`config.mk`:
```
export PLATFORM = sky130hd
export DESIGN_NAME = vga_display
export DESIGN_NICKNAME = d
export VERILOG_FILES = /design/src/hdl/vga_pkg.sv /design/src/hdl/scan_timing.sv /design/src/hdl/pixel_cache.sv /design/src/hdl/window_reader.sv /design/src/hdl/vga_display.sv
export SDC_FILE = /design/constraint.sdc
export NUM_CORES = 1
export LEC_CHECK = 0
export BUFFER_PORTS_ARGS = -buffer_cell sky130_fd_sc_hd__buf_2
export CORE_MARGIN = 5
export CORE_UTILIZATION = 46
export DETAILED_ROUTE_END_ITERATION = 10
export HOLD_SLACK_MARGIN = 0.02
export PLACE_DENSITY = 0.67
export SLEW_MARGIN = 20
export SYNTH_ARGS = -nofsm -noshare
export SYNTH_HDL_FRONTEND = slang
export SYNTH_SLANG_ARGS = --single-unit
```
`constraint.sdc`:
```
create_clock -name CLK_40M -period 6.3 [get_ports CLK_40M]
set_input_delay 0.315 -clock CLK_40M [delete_from_list [all_inputs] [get_ports CLK_40M]]
set_output_delay 0.315 -clock CLK_40M [all_outputs]
set_load 0.1 [all_outputs]
```
`src/hdl/vga_pkg.sv`:
```
// Video timing constants and bus types for the 800x600 at 60 Hz display
// Imported inside the body of every design module
package vga_pkg;

	//------------------------------
	// counter width
	//------------------------------
	localparam int CNT_W = 11;                              // covers 1056 counts

	//------------------------------
	// horizontal timing
	//------------------------------
	localparam logic [CNT_W-1:0] H_SYNC_END  = 11'd128;     // sync pulse width
	localparam logic [CNT_W-1:0] H_ACT_START = 11'd216;     // 128 + 88 back porch
	localparam logic [CNT_W-1:0] H_ACT_END   = 11'd1016;    // + 800 visible
	localparam logic [CNT_W-1:0] H_TOTAL     = 11'd1056;    // + 40 front porch

	//------------------------------
	// vertical timing
	//------------------------------
	localparam logic [CNT_W-1:0] V_SYNC_END  = 11'd4;       // sync pulse lines
	localparam logic [CNT_W-1:0] V_ACT_START = 11'd27;      // 4 + 23 back porch
	localparam logic [CNT_W-1:0] V_ACT_END   = 11'd627;     // + 600 visible
	localparam logic [CNT_W-1:0] V_TOTAL     = 11'd628;     // + 1 front porch

	//------------------------------
	// pixel format
	//------------------------------
	typedef struct packed
	{
		logic [4:0] red;                                    // msb field
		logic [5:0] green;
		logic [4:0] blue;                                   // lsb field
	} pixel_t;                                              // rgb565

	// fill for border and underrun
	localparam pixel_t BORDER_COLOUR = 16'h00F7;

	//------------------------------
	// scan position
	//------------------------------
	typedef struct packed
	{
		logic [CNT_W-1:0] h_cnt;                            // pixel within line
		logic [CNT_W-1:0] v_cnt;                            // line within frame
	} scan_pos_t;

	// what the beam is over at a given count
	typedef enum logic [1:0]
	{
		REGION_BLANK,                                       // porch or sync
		REGION_BORDER,                                      // active, outside picture
		REGION_PICTURE                                      // inside picture window
	} scan_region_e;

endpackage

```
`src/hdl/scan_timing.sv`:
```
// Pixel and line counters for the fixed 800x600 mode with registered sync and active flag
// The count pair goes to the window reader, the flags go straight to the monitor
`timescale 1ns/1ps

module scan_timing
(
	input  logic               CLK_40M,     // pixel clock
	input  logic               RST_N,       // async reset, active low
	output vga_pkg::scan_pos_t pos,         // live counters
	output logic               hsync,       // active low, one cycle behind pos
	output logic               vsync,       // active low, one cycle behind pos
	output logic               de           // active area, one cycle behind pos
);
	import vga_pkg::*;

	logic [CNT_W-1:0] h_cnt;                // pixel counter
	logic [CNT_W-1:0] v_cnt;                // line counter
	logic             h_last;               // last count of line
	logic             v_last;               // last line of frame
	logic             h_act;                // visible columns
	logic             v_act;                // visible lines

	//------------------------------
	// counters
	//------------------------------
	assign h_last = (h_cnt == H_TOTAL - 1'b1);
	assign v_last = (v_cnt == V_TOTAL - 1'b1);

	always_ff @(posedge CLK_40M or negedge RST_N)
	begin
		if (!RST_N)
		begin
			h_cnt <= '0;
		end
		else if (h_last)
		begin
			h_cnt <= '0;                    // wrap at end of line
		end
		else
		begin
			h_cnt <= h_cnt + 1'b1;
		end
	end

	always_ff @(posedge CLK_40M or negedge RST_N)
	begin
		if (!RST_N)
		begin
			v_cnt <= '0;
		end
		else if (h_last)
		begin
			if (v_last)
			begin
				v_cnt <= '0;                // wrap at end of frame
			end
			else
			begin
				v_cnt <= v_cnt + 1'b1;      // next line
			end
		end
	end

	assign pos = '{h_cnt: h_cnt, v_cnt: v_cnt};

	//------------------------------
	// sync and active flags
	//------------------------------
	assign h_act = (h_cnt >= H_ACT_START) && (h_cnt < H_ACT_END);
	assign v_act = (v_cnt >= V_ACT_START) && (v_cnt < V_ACT_END);

	// registered so they line up with rgb out of the window reader
	always_ff @(posedge CLK_40M or negedge RST_N)
	begin
		if (!RST_N)
		begin
			hsync <= 1'b0;
			vsync <= 1'b0;
			de    <= 1'b0;
		end
		else
		begin
			hsync <= (h_cnt >= H_SYNC_END); // low during pulse
			vsync <= (v_cnt >= V_SYNC_END); // low during pulse lines
			de    <= h_act && v_act;
		end
	end

endmodule

```
`src/hdl/pixel_cache.sv`:
```
// Show-ahead FIFO between the image source and the window reader
// The head pixel is always visible and a pop consumes the value already shown
`timescale 1ns/1ps

module pixel_cache
#(
	parameter int CACHE_DEPTH = 64                  // entries, power of two
)
(
	input  logic            CLK_40M,                // pixel clock
	input  logic            RST_N,                  // async reset, active low
	input  logic            wr_en,                  // write strobe from source
	input  vga_pkg::pixel_t wr_pixel,               // pixel to store
	input  logic            pop,                    // drop head entry
	output vga_pkg::pixel_t head_pixel,             // oldest entry
	output logic            not_empty,              // head_pixel valid
	output logic            full                    // writes are dropped
);
	import vga_pkg::*;

	localparam int                 PTR_W     = $clog2(CACHE_DEPTH);
	localparam logic [PTR_W:0]     DEPTH_CNT = (PTR_W + 1)'(CACHE_DEPTH);

	pixel_t           mem [CACHE_DEPTH];            // storage, no reset
	logic [PTR_W-1:0] wr_ptr;                       // next free slot
	logic [PTR_W-1:0] rd_ptr;                       // head slot
	logic [PTR_W:0]   count;                        // occupancy
	logic             do_write;                     // accepted write
	logic             do_read;                      // accepted pop

	assign do_write = wr_en && !full;               // overflow discarded
	assign do_read  = pop && not_empty;

	//------------------------------
	// storage
	//------------------------------
	always_ff @(posedge CLK_40M)
	begin
		if (do_write)
		begin
			mem[wr_ptr] <= wr_pixel;
		end
	end

	assign head_pixel = mem[rd_ptr];                // show-ahead read

	//------------------------------
	// pointers and level
	//------------------------------
	always_ff @(posedge CLK_40M or negedge RST_N)
	begin
		if (!RST_N)
		begin
			wr_ptr <= '0;
			rd_ptr <= '0;
			count  <= '0;
		end
		else
		begin
			if (do_write)
			begin
				wr_ptr <= wr_ptr + 1'b1;            // wraps on power of two
			end
			if (do_read)
			begin
				rd_ptr <= rd_ptr + 1'b1;
			end
			case ({do_write, do_read})
				2'b10:   count <= count + 1'b1;
				2'b01:   count <= count - 1'b1;
				default: count <= count;            // none or both
			endcase
		end
	end

	assign not_empty = (count != '0);
	assign full      = (count == DEPTH_CNT);        // falls the cycle after a pop

endmodule

```
`src/hdl/window_reader.sv`:
```
// Places the picture window inside the active area and registers the output colour
// Pops the pixel cache for every picture position that finds it not empty
`timescale 1ns/1ps

module window_reader
#(
	parameter int PIC_W = 240,                      // picture width
	parameter int PIC_H = 320,                      // picture height
	parameter int PIC_X = 280,                      // offset from first visible pixel
	parameter int PIC_Y = 140                       // offset from first visible line
)
(
	input  logic               CLK_40M,             // pixel clock
	input  logic               RST_N,               // async reset, active low
	input  vga_pkg::scan_pos_t pos,                 // live counters
	input  vga_pkg::pixel_t    head_pixel,          // cache head
	input  logic               not_empty,           // head valid
	output logic               pop,                 // head consumed this edge
	output vga_pkg::pixel_t    rgb                  // registered colour
);
	import vga_pkg::*;

	// picture window in absolute counts
	localparam logic [CNT_W-1:0] PIC_H_START = CNT_W'(H_ACT_START + PIC_X);
	localparam logic [CNT_W-1:0] PIC_H_END   = CNT_W'(H_ACT_START + PIC_X + PIC_W);
	localparam logic [CNT_W-1:0] PIC_V_START = CNT_W'(V_ACT_START + PIC_Y);
	localparam logic [CNT_W-1:0] PIC_V_END   = CNT_W'(V_ACT_START + PIC_Y + PIC_H);

	logic         h_act;                            // visible column
	logic         v_act;                            // visible line
	logic         h_pic;                            // picture column
	logic         v_pic;                            // picture line
	scan_region_e region;                           // class of current pos

	//------------------------------
	// region decode
	//------------------------------
	assign h_act = (pos.h_cnt >= H_ACT_START) && (pos.h_cnt < H_ACT_END);
	assign v_act = (pos.v_cnt >= V_ACT_START) && (pos.v_cnt < V_ACT_END);
	assign h_pic = (pos.h_cnt >= PIC_H_START) && (pos.h_cnt < PIC_H_END);
	assign v_pic = (pos.v_cnt >= PIC_V_START) && (pos.v_cnt < PIC_V_END);

	always_comb
	begin
		if (!(h_act && v_act))
		begin
			region = REGION_BLANK;
		end
		else if (h_pic && v_pic)
		begin
			region = REGION_PICTURE;
		end
		else
		begin
			region = REGION_BORDER;
		end
	end

	// cache drops the head on the same edge that rgb takes it
	assign pop = (region == REGION_PICTURE) && not_empty;

	//------------------------------
	// colour register
	//------------------------------
	always_ff @(posedge CLK_40M or negedge RST_N)
	begin
		if (!RST_N)
		begin
			rgb <= '0;
		end
		else
		begin
			case (region)
				REGION_PICTURE: rgb <= not_empty ? head_pixel : BORDER_COLOUR; // underrun fill
				REGION_BORDER:  rgb <= BORDER_COLOUR;
				default:        rgb <= '0;          // blanking
			endcase
		end
	end

endmodule

```
`src/hdl/vga_display.sv`:
```
// Top level of the VGA display path with scan timing, pixel cache and window reader
// The image source writes pixels in raster order through wr_en and wr_pixel
`timescale 1ns/1ps

module vga_display
#(
	parameter int PIC_W       = 240,            // picture width
	parameter int PIC_H       = 320,            // picture height
	parameter int PIC_X       = 280,            // x offset in active area
	parameter int PIC_Y       = 140,            // y offset in active area
	parameter int CACHE_DEPTH = 64              // cache entries, power of two
)
(
	input  logic            CLK_40M,            // pixel clock
	input  logic            RST_N,              // async reset, active low
	input  logic            wr_en,              // source write strobe
	input  vga_pkg::pixel_t wr_pixel,           // source pixel
	output logic            full,               // cache full
	output logic            hsync,              // to monitor
	output logic            vsync,              // to monitor
	output logic            de,                 // active area
	output vga_pkg::pixel_t rgb                 // colour out
);
	import vga_pkg::*;

	scan_pos_t pos;                             // counter pair
	pixel_t    head_pixel;                      // cache head
	logic      not_empty;                       // cache has data
	logic      pop;                             // head consumed

	//------------------------------
	// scan timing
	//------------------------------
	scan_timing u_scan_timing
	(
		.CLK_40M (CLK_40M),
		.RST_N   (RST_N),
		.pos     (pos),
		.hsync   (hsync),
		.vsync   (vsync),
		.de      (de)
	);

	//------------------------------
	// pixel cache
	//------------------------------
	pixel_cache #(
		.CACHE_DEPTH (CACHE_DEPTH)
	) u_pixel_cache (
		.CLK_40M    (CLK_40M),
		.RST_N      (RST_N),
		.wr_en      (wr_en),
		.wr_pixel   (wr_pixel),
		.pop        (pop),
		.head_pixel (head_pixel),
		.not_empty  (not_empty),
		.full       (full)
	);

	//------------------------------
	// window reader
	//------------------------------
	window_reader #(
		.PIC_W (PIC_W),
		.PIC_H (PIC_H),
		.PIC_X (PIC_X),
		.PIC_Y (PIC_Y)
	) u_window_reader (
		.CLK_40M    (CLK_40M),
		.RST_N      (RST_N),
		.pos        (pos),
		.head_pixel (head_pixel),
		.not_empty  (not_empty),
		.pop        (pop),
		.rgb        (rgb)
	);

endmodule

```
======== Word-level counts from Yosys, hierarchy flattened ========
Memory sizes are Yosys's and may differ from the RTL's.
Cells that the tools add are included.
storage, ports and cells
  memories ................................ 1
  flip-flop bits (word level) ............. 60
  memory bits (writable) .................. 1024
  word-level logic and storage cells ...... 56
cells by class
  $add $sub $neg .......................... 6
  reductions and logical operators ........ 12
  equality and inequality tests ........... 7
  $lt $le $gt $ge ......................... 10
  multiplexer cells ....................... 9
memories
  memory             depth  width  read ports  clocked after Yosys merged registers in  write ports  RTL line           RTL
  u_pixel_cache.mem  64     16     1           0                                        1            pixel_cache.sv:24  pixel_t mem [CACHE_DEPTH];
operator list
  cell                   number
  $ge 11x8->1 const B    3
  $lt 11x10->1 const B   3
  $pmux 16 s2            1
  $add 11x1->11 const B  2
  $mux 11                2
  $mux 16                1
  $pmux 7 s2             1
  $add 6x1->6 const B    2
  $eq 11x10->1 const B   1
  $eq 11x11->1 const B   1
  $ge 11x3->1 const B    1
  $ge 11x5->1 const B    1
  $ge 11x9->1 const B    1
  $lt 11x9->1 const B    1
  $logic_and 1x1->1      9
  $add 7x1->7 const B    1
  $eq 7x7->1 const B     1
  $reduce_bool 7->1      1
  $sub 7x1->7 const B    1
  $eq 2x1->1 const B     2
  $eq 2x2->1 const B     2
  $mux 2                 2
  $mux 1                 2
  $reduce_bool 2->1      1
  $logic_not 1->1        1

======== Depth between registers and ports, before layout ========
Gate-level depths: netlist of the first run.
  depth after elaboration ................. 10
  gate-level depth with buffers ........... 15
  depth with buffers taken out ............ 13

======== Hierarchy ========
From an unflattened synthesis of the first run, not the netlist that was laid out.
unflattened totals
  cells, all modules ...................... 2123
  area, all modules ....................... 42704.7 um2
modules (own cells, without submodules)
  module         area an instance (um2)  cells each  sequential area each (um2)  times used
  pixel_cache    40560.2                 1920        31224.9                     1
  scan_timing    1378.8                  135         625.6                       1
  window_reader  765.7                   68          400.4                       1

======== Worst setup path before layout of the first run ========
No wires, ideal clock.
  kind .................................... flip-flop to output port
  start point ............................. reg u_pixel_cache.count[3]
  end point ............................... out full
  cell stages (with the launch flop) ...... 4
  buffers on the path ..................... 1
  arrival ................................. 3.860 ns
  path slack .............................. 2.125 ns
  cells stage by stage .................... dfrtp_1 > buf_2 > or4_1 > nor4_1
between the ends
  longest elaborated chain between the ends .. 1
ends and longest elaborated chain
  what                    RTL line           RTL
  from (decl)             pixel_cache.sv:27  logic [PTR_W:0] count;
  from (signal assigned)  pixel_cache.sv:69  2'b10: count <= count + 1'b1;
  from (signal assigned)  pixel_cache.sv:70  2'b01: count <= count - 1'b1;
  from (signal assigned)  pixel_cache.sv:71  default: count <= count;
  $eq 7x7->1              pixel_cache.sv:77  assign full = (count == DEPTH_CNT);
  to (decl)               vga_display.sv:18  output logic full,
Every way passes these cells.

======== Final worst setup path of the first run ========
  start point ............................. reg u_scan_timing.h_cnt[5]
  end point ............................... reg u_pixel_cache.count[4]
between the ends
  longest elaborated chain between the ends .. 10
ends and longest elaborated chain
  what                                                    RTL line             RTL
  from (decl)                                             scan_timing.sv:16    logic [CNT_W-1:0] h_cnt;
  from (signal assigned)                                  scan_timing.sv:41    h_cnt <= h_cnt + 1'b1;
  $ge 11x9->1 / $lt 11x10->1 (equally long branches)      window_reader.sv:40  assign h_pic = (pos.h_cnt >= PIC_H_START) && (pos.h_cnt < PIC_H_END);
  $logic_and 1x1->1                                       window_reader.sv:40
  $logic_and 1x1->1                                       window_reader.sv:49  else if (h_pic && v_pic)
  $mux 2                                                  window_reader.sv:49
  $mux 2 (*)                                              window_reader.sv:45  if (!(h_act && v_act))
  $eq 2x2->1 (*)                                          window_reader.sv:60  assign pop = (region == REGION_PICTURE) && not_empty;
  $logic_and 1x1->1 (*)                                   window_reader.sv:60
  $logic_and 1x1->1 (*)                                   pixel_cache.sv:32    assign do_read = pop && not_empty;
  named net u_pixel_cache.do_read                         pixel_cache.sv:29    logic do_read;
  $eq 2x1->1 / $eq 2x2->1 (equally long branches)         pixel_cache.sv:68    case ({do_write, do_read})
  $pmux 7 s2 / $reduce_bool 2->1 (equally long branches)  n/a
The timed path passes the listed nets; every way through them passes the cells marked *.
A chain may end at the register's enable or synchronous reset.

==> results.tsv, run 1 <==
metric	value	unit
ys_ff_latch	1084	
most-common-layout-cells	1024 x edfxtp_1, 215 x mux4_2, 106 x clkbuf_16	
synthFlopType	edfxtp_1	
seq_area_frac_synth	76.0	%
maxCapViolations	0	
grt.total_usage	20.9	%
drive_gt1_share	23.4	%
power.density	316	nW/um^2
dp_cells	3293	
status	completed	
synth_cells	2094	
async_reset_ff_share	5.54	%
crit_path_max_fanout	16	
min_path_cells	1	
port-buffer-count	38	
synth_top_area_share	72.5	%
combPwrFrac	4.5	%
tightest_slew	1.25	ns
cp.required	6.88	ns
cp-end-kind	flop	
grt_antenna_before_repair	4	
place.gp.congestion	0.879	
path_clk_slew	0.06	ns
nets	2245	
dieArea	98400	sq um
first_iter_violations	3072	
initial_core_util	46.3	%
finClkSkew	0.0179	ns
postSynthAreaPerCell	20.3	sq um
switching_power	0.00326	W
max_freq	241	MHz
die_w	314	um
synthesis.area	42400	sq um
place_hpwl	59.8	mm
coreArea	91500	sq um
slew_headroom	16.6	%
final_common_cell	edfxtp_1	
rsz0062_at_grt	false	
clock-root-buffer	clkbuf_16	
avgRoutedWirePerCell	29.6	um
grt_max_degree	108	
cts_tree	built	
min_period_over_period	65.8	%
antenna_cells	0	
wirelength	103	mm
io_pins	39	
drtAntennaViolNets	0	
r2r_start	u_scan_timing.h_cnt[5]	
sw_frac_of_total	21.7	%
holdCritPathClass	in -> reg	
cts_buffers	106	
r2r_setup_slack	2.15	ns
cp_slowest_cell	ha_1	
rows	111	
synth_top_cells_by_area	edfxtp_1 72%, mux4_2 11%, dfrtp_1 3.5%, mux2i_1 2.1%, nor2_1 0.83%	
arrival	4.73	ns
h-tree-depth	3	
synth.distinct_cells	65	
cts_resized	0	
p_total	0.0151	W
vias	21600	
drc	0	
finalMaxSlewViolations	0	
worst_slack	2.15	ns
grt_pass1_vias	21600	
power.share.sequential	55.0	%
synth_edf_count	1024	
max-vdd-ir-drop	0.192	mV
cp_slowest_stage_delay	0.54	ns
internal_power	0.0118	W
hold_viol	0	
setup_violations	0	
p_leak	14.8	nW
die_h	314	um
place_ws	2.30	ns
ys_warn_count	0	
crit_type	reg -> reg	
synth.net_count	2122	
grt_pass1_wl	151	mm
via_per_inst	6.19	
fin_crit	4.15	ns
hold_end	u_pixel_cache.mem[49][5]	
cp-start-kind	flop	
grt-ovfl-total	0	
synth_top_area_cell	edfxtp_1	
cts.path.max_buffers	3	
holdCritStartpoint	wr_pixel[5]	
fin_util	52.0	%
area_growth	12.2	%
r2r_cells	13	
tns	0	ns
reg2reg_to	u_pixel_cache.count[4]	
path_cells	and4_1 > nand3b_1 > a221oi_2 > nand2_2 > inv_2 > ha_1 > xor2_1 > ha_1 > and3b_1 > o21ai_0 > or2_2 > a21oi_1 > xor2_1	
cts_setup_buffers	0	
clk-insertion-delay-late	0.67	ns
power.clock.fraction	40.5	%
firstDrtPassIters	5	
finalNonFillerCells	3493	
cts.sinks	1084	
-- flip-flops by register name, indices dropped and copies added, names as in the netlist --
| register | cells |
|---|---|
| u_pixel_cache.mem | 1024 |
| u_window_reader.rgb | 16 |
| u_scan_timing.h_cnt | 11 |
| u_scan_timing.v_cnt | 11 |
| u_pixel_cache.count | 7 |
| u_pixel_cache.rd_ptr | 6 |
| u_pixel_cache.wr_ptr | 6 |
| u_scan_timing.de | 1 |
| u_scan_timing.hsync | 1 |
| u_scan_timing.vsync | 1 |
-- metrics by stage --
step,hold WS (ns),instance area [sq um]
final,0.198,47600
after global routing,0.206,47600
after CTS,0.250,47600
after detailed placement,0.502,44200
after global placement,0.472,44200
after floorplan,0.0194,42400
-- logic make-up (layout without fill, tap and decap cells) --
group           count (synthesis)  after routing  share of synthesized area [%]
compound gates                204            204                           3.57
xor+xnor                       32             32                          0.661
fa+ha+maj                       9              9                          0.266
buf+inv                       131            344                           1.71
flops                        1084           1084                           76.0
mux                           331            331                           14.4
simple gates                  303            303                           3.38
-- worst max-delay path by stage --
stage / startpoint / end / slack (ns) / cells past startpoint
CTS: u_scan_timing.v_cnt[2] / u_pixel_cache.count[4] / 2.27 / 13
global placement: u_pixel_cache.count[3] / u_pixel_cache.count[6] / 2.50 / 13
finish: u_scan_timing.h_cnt[5] / u_pixel_cache.count[4] / 2.15 / 13
floorplan: u_pixel_cache.count[3] / full / 2.13 / 3
detailed placement: u_scan_timing.v_cnt[2] / u_pixel_cache.count[4] / 2.30 / 13
global route: u_scan_timing.v_cnt[2] / u_pixel_cache.count[4] / 1.86 / 13
-- layer usage --
layer  vias to the layer above  global-route usage [%]  wire, um
met5                         -                       0         0
met4                         0                    5.92      2740
met3                       161                    3.75     10000
met2                      1167                    33.1     49300
met1                     11400                    30.3     41300
li1                       8874                       -         -
-- Yosys cell counts, drive strengths merged (3+ instances only) --
master / n
edfxtp: 1024
mux4: 219
nor2: 94
mux2i: 88
buf: 84
nand2: 84
dfrtp: 60
clkbuf: 36
a22oi: 33
o21ai: 31
nand3: 28
mux2: 24
a211oi: 23
nor2b: 23
xnor2: 20
a221oi: 18
a21oi: 16
nand4: 16
nor3: 15
a32oi: 14
o22ai: 14
xor2: 12
inv: 11
ha: 9
a31oi: 8
nand3b: 8
a221o: 7
o221ai: 7
and2: 6
and3: 5
nand2b: 5
nor4: 5
o211ai: 5
o2111ai: 4
a21boi: 3
a22o: 3
a32o: 3
and4: 3
o211a: 3
or3: 3
-- final cells by class --
cell class                      count  area (sq um)
Clock inverter                     59           539
Tap cell                         1186          1480
Multi-Input combinational cell    879          9450
Sequential cell                  1084         32300
Timing Repair Buffer              135           985
Clock buffer                      139          2830
Inverter                           11          41.3
Fill cell                        6954         43900
-- worst max-delay path: cells and delay by family (launching register included) --
kind | cells | cell delay (ns)
xor gates and xnor gates | 2 | 0.39
and+or+nand+nor | 5 | 1.25
buffers and inverters | 1 | 0.34
AOI/OAI and AO/OA | 3 | 0.86
adders and majority gates | 2 | 0.74
DFF | 1 | 0.46
-- power groups by stage --
stage	combinational [W]	sequential [W]	clock (W)
3_5_place_dp	0.000677	0.00843	0
4_1_cts	0.000678	0.00828	0.00619
5_1_grt	0.000720	0.00830	0.00651
3_3_place_gp	0.000651	0.00841	0
6_report	0.000678	0.00828	0.00610
2_1_floorplan	0.000383	0.00836	0
-- repair_timing --
action	CTS	global route
hold endpoints to repair	60	0
hold buffers	1	0
setup endpoints to repair	0	0
(Power assumes the default switching activity.)
==> run 2, diff against run 1 <==
--- a/config.mk
+++ b/config.mk
@@ -10,7 +10,7 @@
 export CORE_UTILIZATION = 46
 export DETAILED_ROUTE_END_ITERATION = 10
 export HOLD_SLACK_MARGIN = 0.02
-export PLACE_DENSITY = 0.67
+export PLACE_DENSITY = 0.69
 export SLEW_MARGIN = 20
 export SYNTH_ARGS = -nofsm -noshare
 export SYNTH_HDL_FRONTEND = slang
==> constraint.sdc (replaced) <==
create_clock -name CLK_40M -period 3.6 [get_ports CLK_40M]
set_input_delay 0.18 -clock CLK_40M [delete_from_list [all_inputs] [get_ports CLK_40M]]
set_output_delay 0.18 -clock CLK_40M [all_outputs]
set_load 0.1 [all_outputs]
==> run 2 against run 1 <==
Compared with the run above:
- combinational power grew 76%
- clock power grew 77%
- first-iteration DRC count shrank 10%
- register-to-register slack lost 2.0 ns
- setup slack lost 2.0 ns
- critical endpoint unchanged
==> results.tsv, run 2 (synthesis gave the netlist of run 1 again) <==
metric	value	unit	change
worst_slack	0.194	ns	-1.96 ns
reg_top3	u_pixel_cache.mem (1024), u_window_reader.rgb (16)		
vias	21700		+0.25%
cp-start-kind	flop		
dp_cells	3333		+1.2%
drc	0		unchanged
max_freq	294	MHz	+22%
crit_type	reg -> reg		
sw_frac_of_total	21.5	%	-0.21 points
tns	0	ns	unchanged
grt_max_degree	65		-40%
switching_power	0.00568	W	+74%
grt.total_usage	20.4	%	-0.48 points
finalMaxSlewViolations	0		unchanged
power.clock.fraction	40.7	%	+0.2 points
place.gp.congestion	0.879		unchanged
status	completed		
rows	111		unchanged
grt_pass1_wl	148	mm	-1.7%
firstDrtPassIters	6		+1
arrival	3.99	ns	-0.74 ns
p_leak	15.1	nW	+1.8%
port-buffer-count	38		unchanged
largest_reg_flops	1024		unchanged
grt_antenna_before_repair	3		-1
setup_violations	0		unchanged
cts.path.max_buffers	3		unchanged
first_iter_violations	2760		-10%
via_per_inst	6.14		-0.74%
wirelength	102	mm	-1.4%
largest_register	u_pixel_cache.mem		
cts_buffers	102		-3.8%
fill_cells	6898		-0.81%
clock-root-buffer	clkbuf_16		
final_common_cell	edfxtp_1		
area_growth	13.2	%	
most-common-layout-cells	1024 x edfxtp_1, 215 x mux4_2, 129 x buf_4		
initial_core_util	46.3	%	unchanged
design_area	48000	sq um	+0.88%
place_ws	0.193	ns	-2.11 ns
combPwrFrac	4.5	%	about the same
cts_tree	built		
place_hpwl	62.7	mm	+4.8%
cts.sinks	1084		unchanged
power.density	551	nW/um^2	+74%
die_h	314	um	unchanged
clk-insertion-delay-late	0.69	ns	+0.02 ns
cts_setup_buffers	0		unchanged
min_period_over_period	94.6	%	+29 points
die_w	314	um	unchanged
max-vdd-ir-drop	0.395	mV	+110%
holdCritStartpoint	wr_pixel[7]		
slew_headroom	25.5	%	+8.9 points
fin_crit	3.41	ns	-0.740 ns
path_clk_slew	0.06	ns	about the same
maxCapViolations	0		unchanged
io_pins	39		unchanged
power.share.sequential	54.8	%	-0.2 points
r2r_start	u_pixel_cache.count[3]		
seqCellArea	32300	sq um	unchanged
hold_viol	0		unchanged
multi_input_comb_area	9470	sq um	+0.21%
cp.required	4.18	ns	-2.70 ns
grt_pass1_vias	21400		-0.95%
coreArea	91500	sq um	unchanged
dpl_cell_area	44600	sq um	+0.86%
drtAntennaViolNets	0		unchanged
grt-ovfl-total	0		unchanged
nets	2281		+1.6%
finalNonFillerCells	3528		+1.0%
cp-startpoint	u_pixel_cache.count[3]		
internal_power	0.0208	W	+76%
dieArea	98400	sq um	unchanged
avgRoutedWirePerCell	28.9	um	-2.4%
drive_gt1_share	24.8	%	+1.4 points
h-tree-depth	3		unchanged
finClkSkew	0.0319	ns	+0.0139 ns
holdCritPathClass	in -> reg		
tightest_slew	1.12	ns	-0.133 ns
cp-end-kind	flop		
crit_path_max_fanout	8		-8
rsz0062_at_grt	false		
## run 2: cell count changes in the layout (fill, tap and decap cells not counted), sizes merged
cell         previous run  this run
diode                   0         2
buf                   134       173
clkbuf                139       118
dlygate4sd3             1         2
bufinv                  7        13
clkinv                 47        55
## run 2: path summary, 6_finish.rpt
path                       slack [ns]  cells past startpoint                       end
max in group asynchronous        2.55                      3    u_window_reader.rgb[6]
hold / removal                   0.07                      1  u_pixel_cache.mem[41][7]
setup / recovery                 0.19                     11    u_pixel_cache.count[4]
min in group asynchronous        0.13                      2    u_pixel_cache.count[3]
setup reg to reg                 0.19                     11    u_pixel_cache.count[4]
hold reg to reg                  0.50                      1    u_scan_timing.h_cnt[0]
## run 2: area by class of cell
type | instances | share of cell area [%]
sequential | 1084 | 67.2
multi-input combinational | 879 | 19.7
clock buffer | 118 | 5.49
tap | 1186 | 3.09
timing repair buffer | 175 | 2.86
clock inverter | 73 | 1.53
inverter | 11 | 0.0860
antenna | 2 | 0.0104
## run 2: stage by stage
stage               hold slack (ns)  utilization, %  power [W]
detailed placement            0.287            48.7     0.0159
floorplan                    -0.116               -     0.0153
CTS                          0.0374            52.4     0.0266
finish                       0.0718            52.5     0.0265
global placement              0.275            48.7     0.0158
global route                 0.0764            52.5     0.0272
## run 2: worst max-delay path, stage by stage (launching register included)
cell and delay (ns):
dfrtp_1 0.47, or4_1 0.61, o41a_1 0.52, inv_1 0.14, ha_1 0.18, xor2_1 0.16
ha_1 0.20, and3b_1 0.17, o21ai_0 0.14, or2_2 0.33, a21oi_1 0.19, xor2_1 0.20
## run 2: what timing repair did
| item | 4_1_cts | 5_1_grt |
|---|---|---|
| gates resized for setup | 0 | 4 |
| hold buffers | 2 | 0 |
| hold endpoints to repair | 48 | 0 |
| endpoints found under the setup margin | 0 | 2 |
## run 2: metal layers
layer  vias to the layer above  share of wire, %  GRT usage (%)
met5                         -             0.013              0
met3                       142                10           4.15
li1                       8947                 -              -
met1                     11400                40           29.4
met4                         2               2.4           5.36
met2                      1148                48           32.5
## run 2: power by group through the flow
stage	Combinational (W)	Sequential, W	Clock (W)
finish	0.00119	0.0145	0.0108
global route	0.00126	0.0145	0.0115
CTS	0.00117	0.0145	0.0109
detailed placement	0.00117	0.0148	0
global placement	0.00113	0.0147	0
floorplan	0.000675	0.0146	0
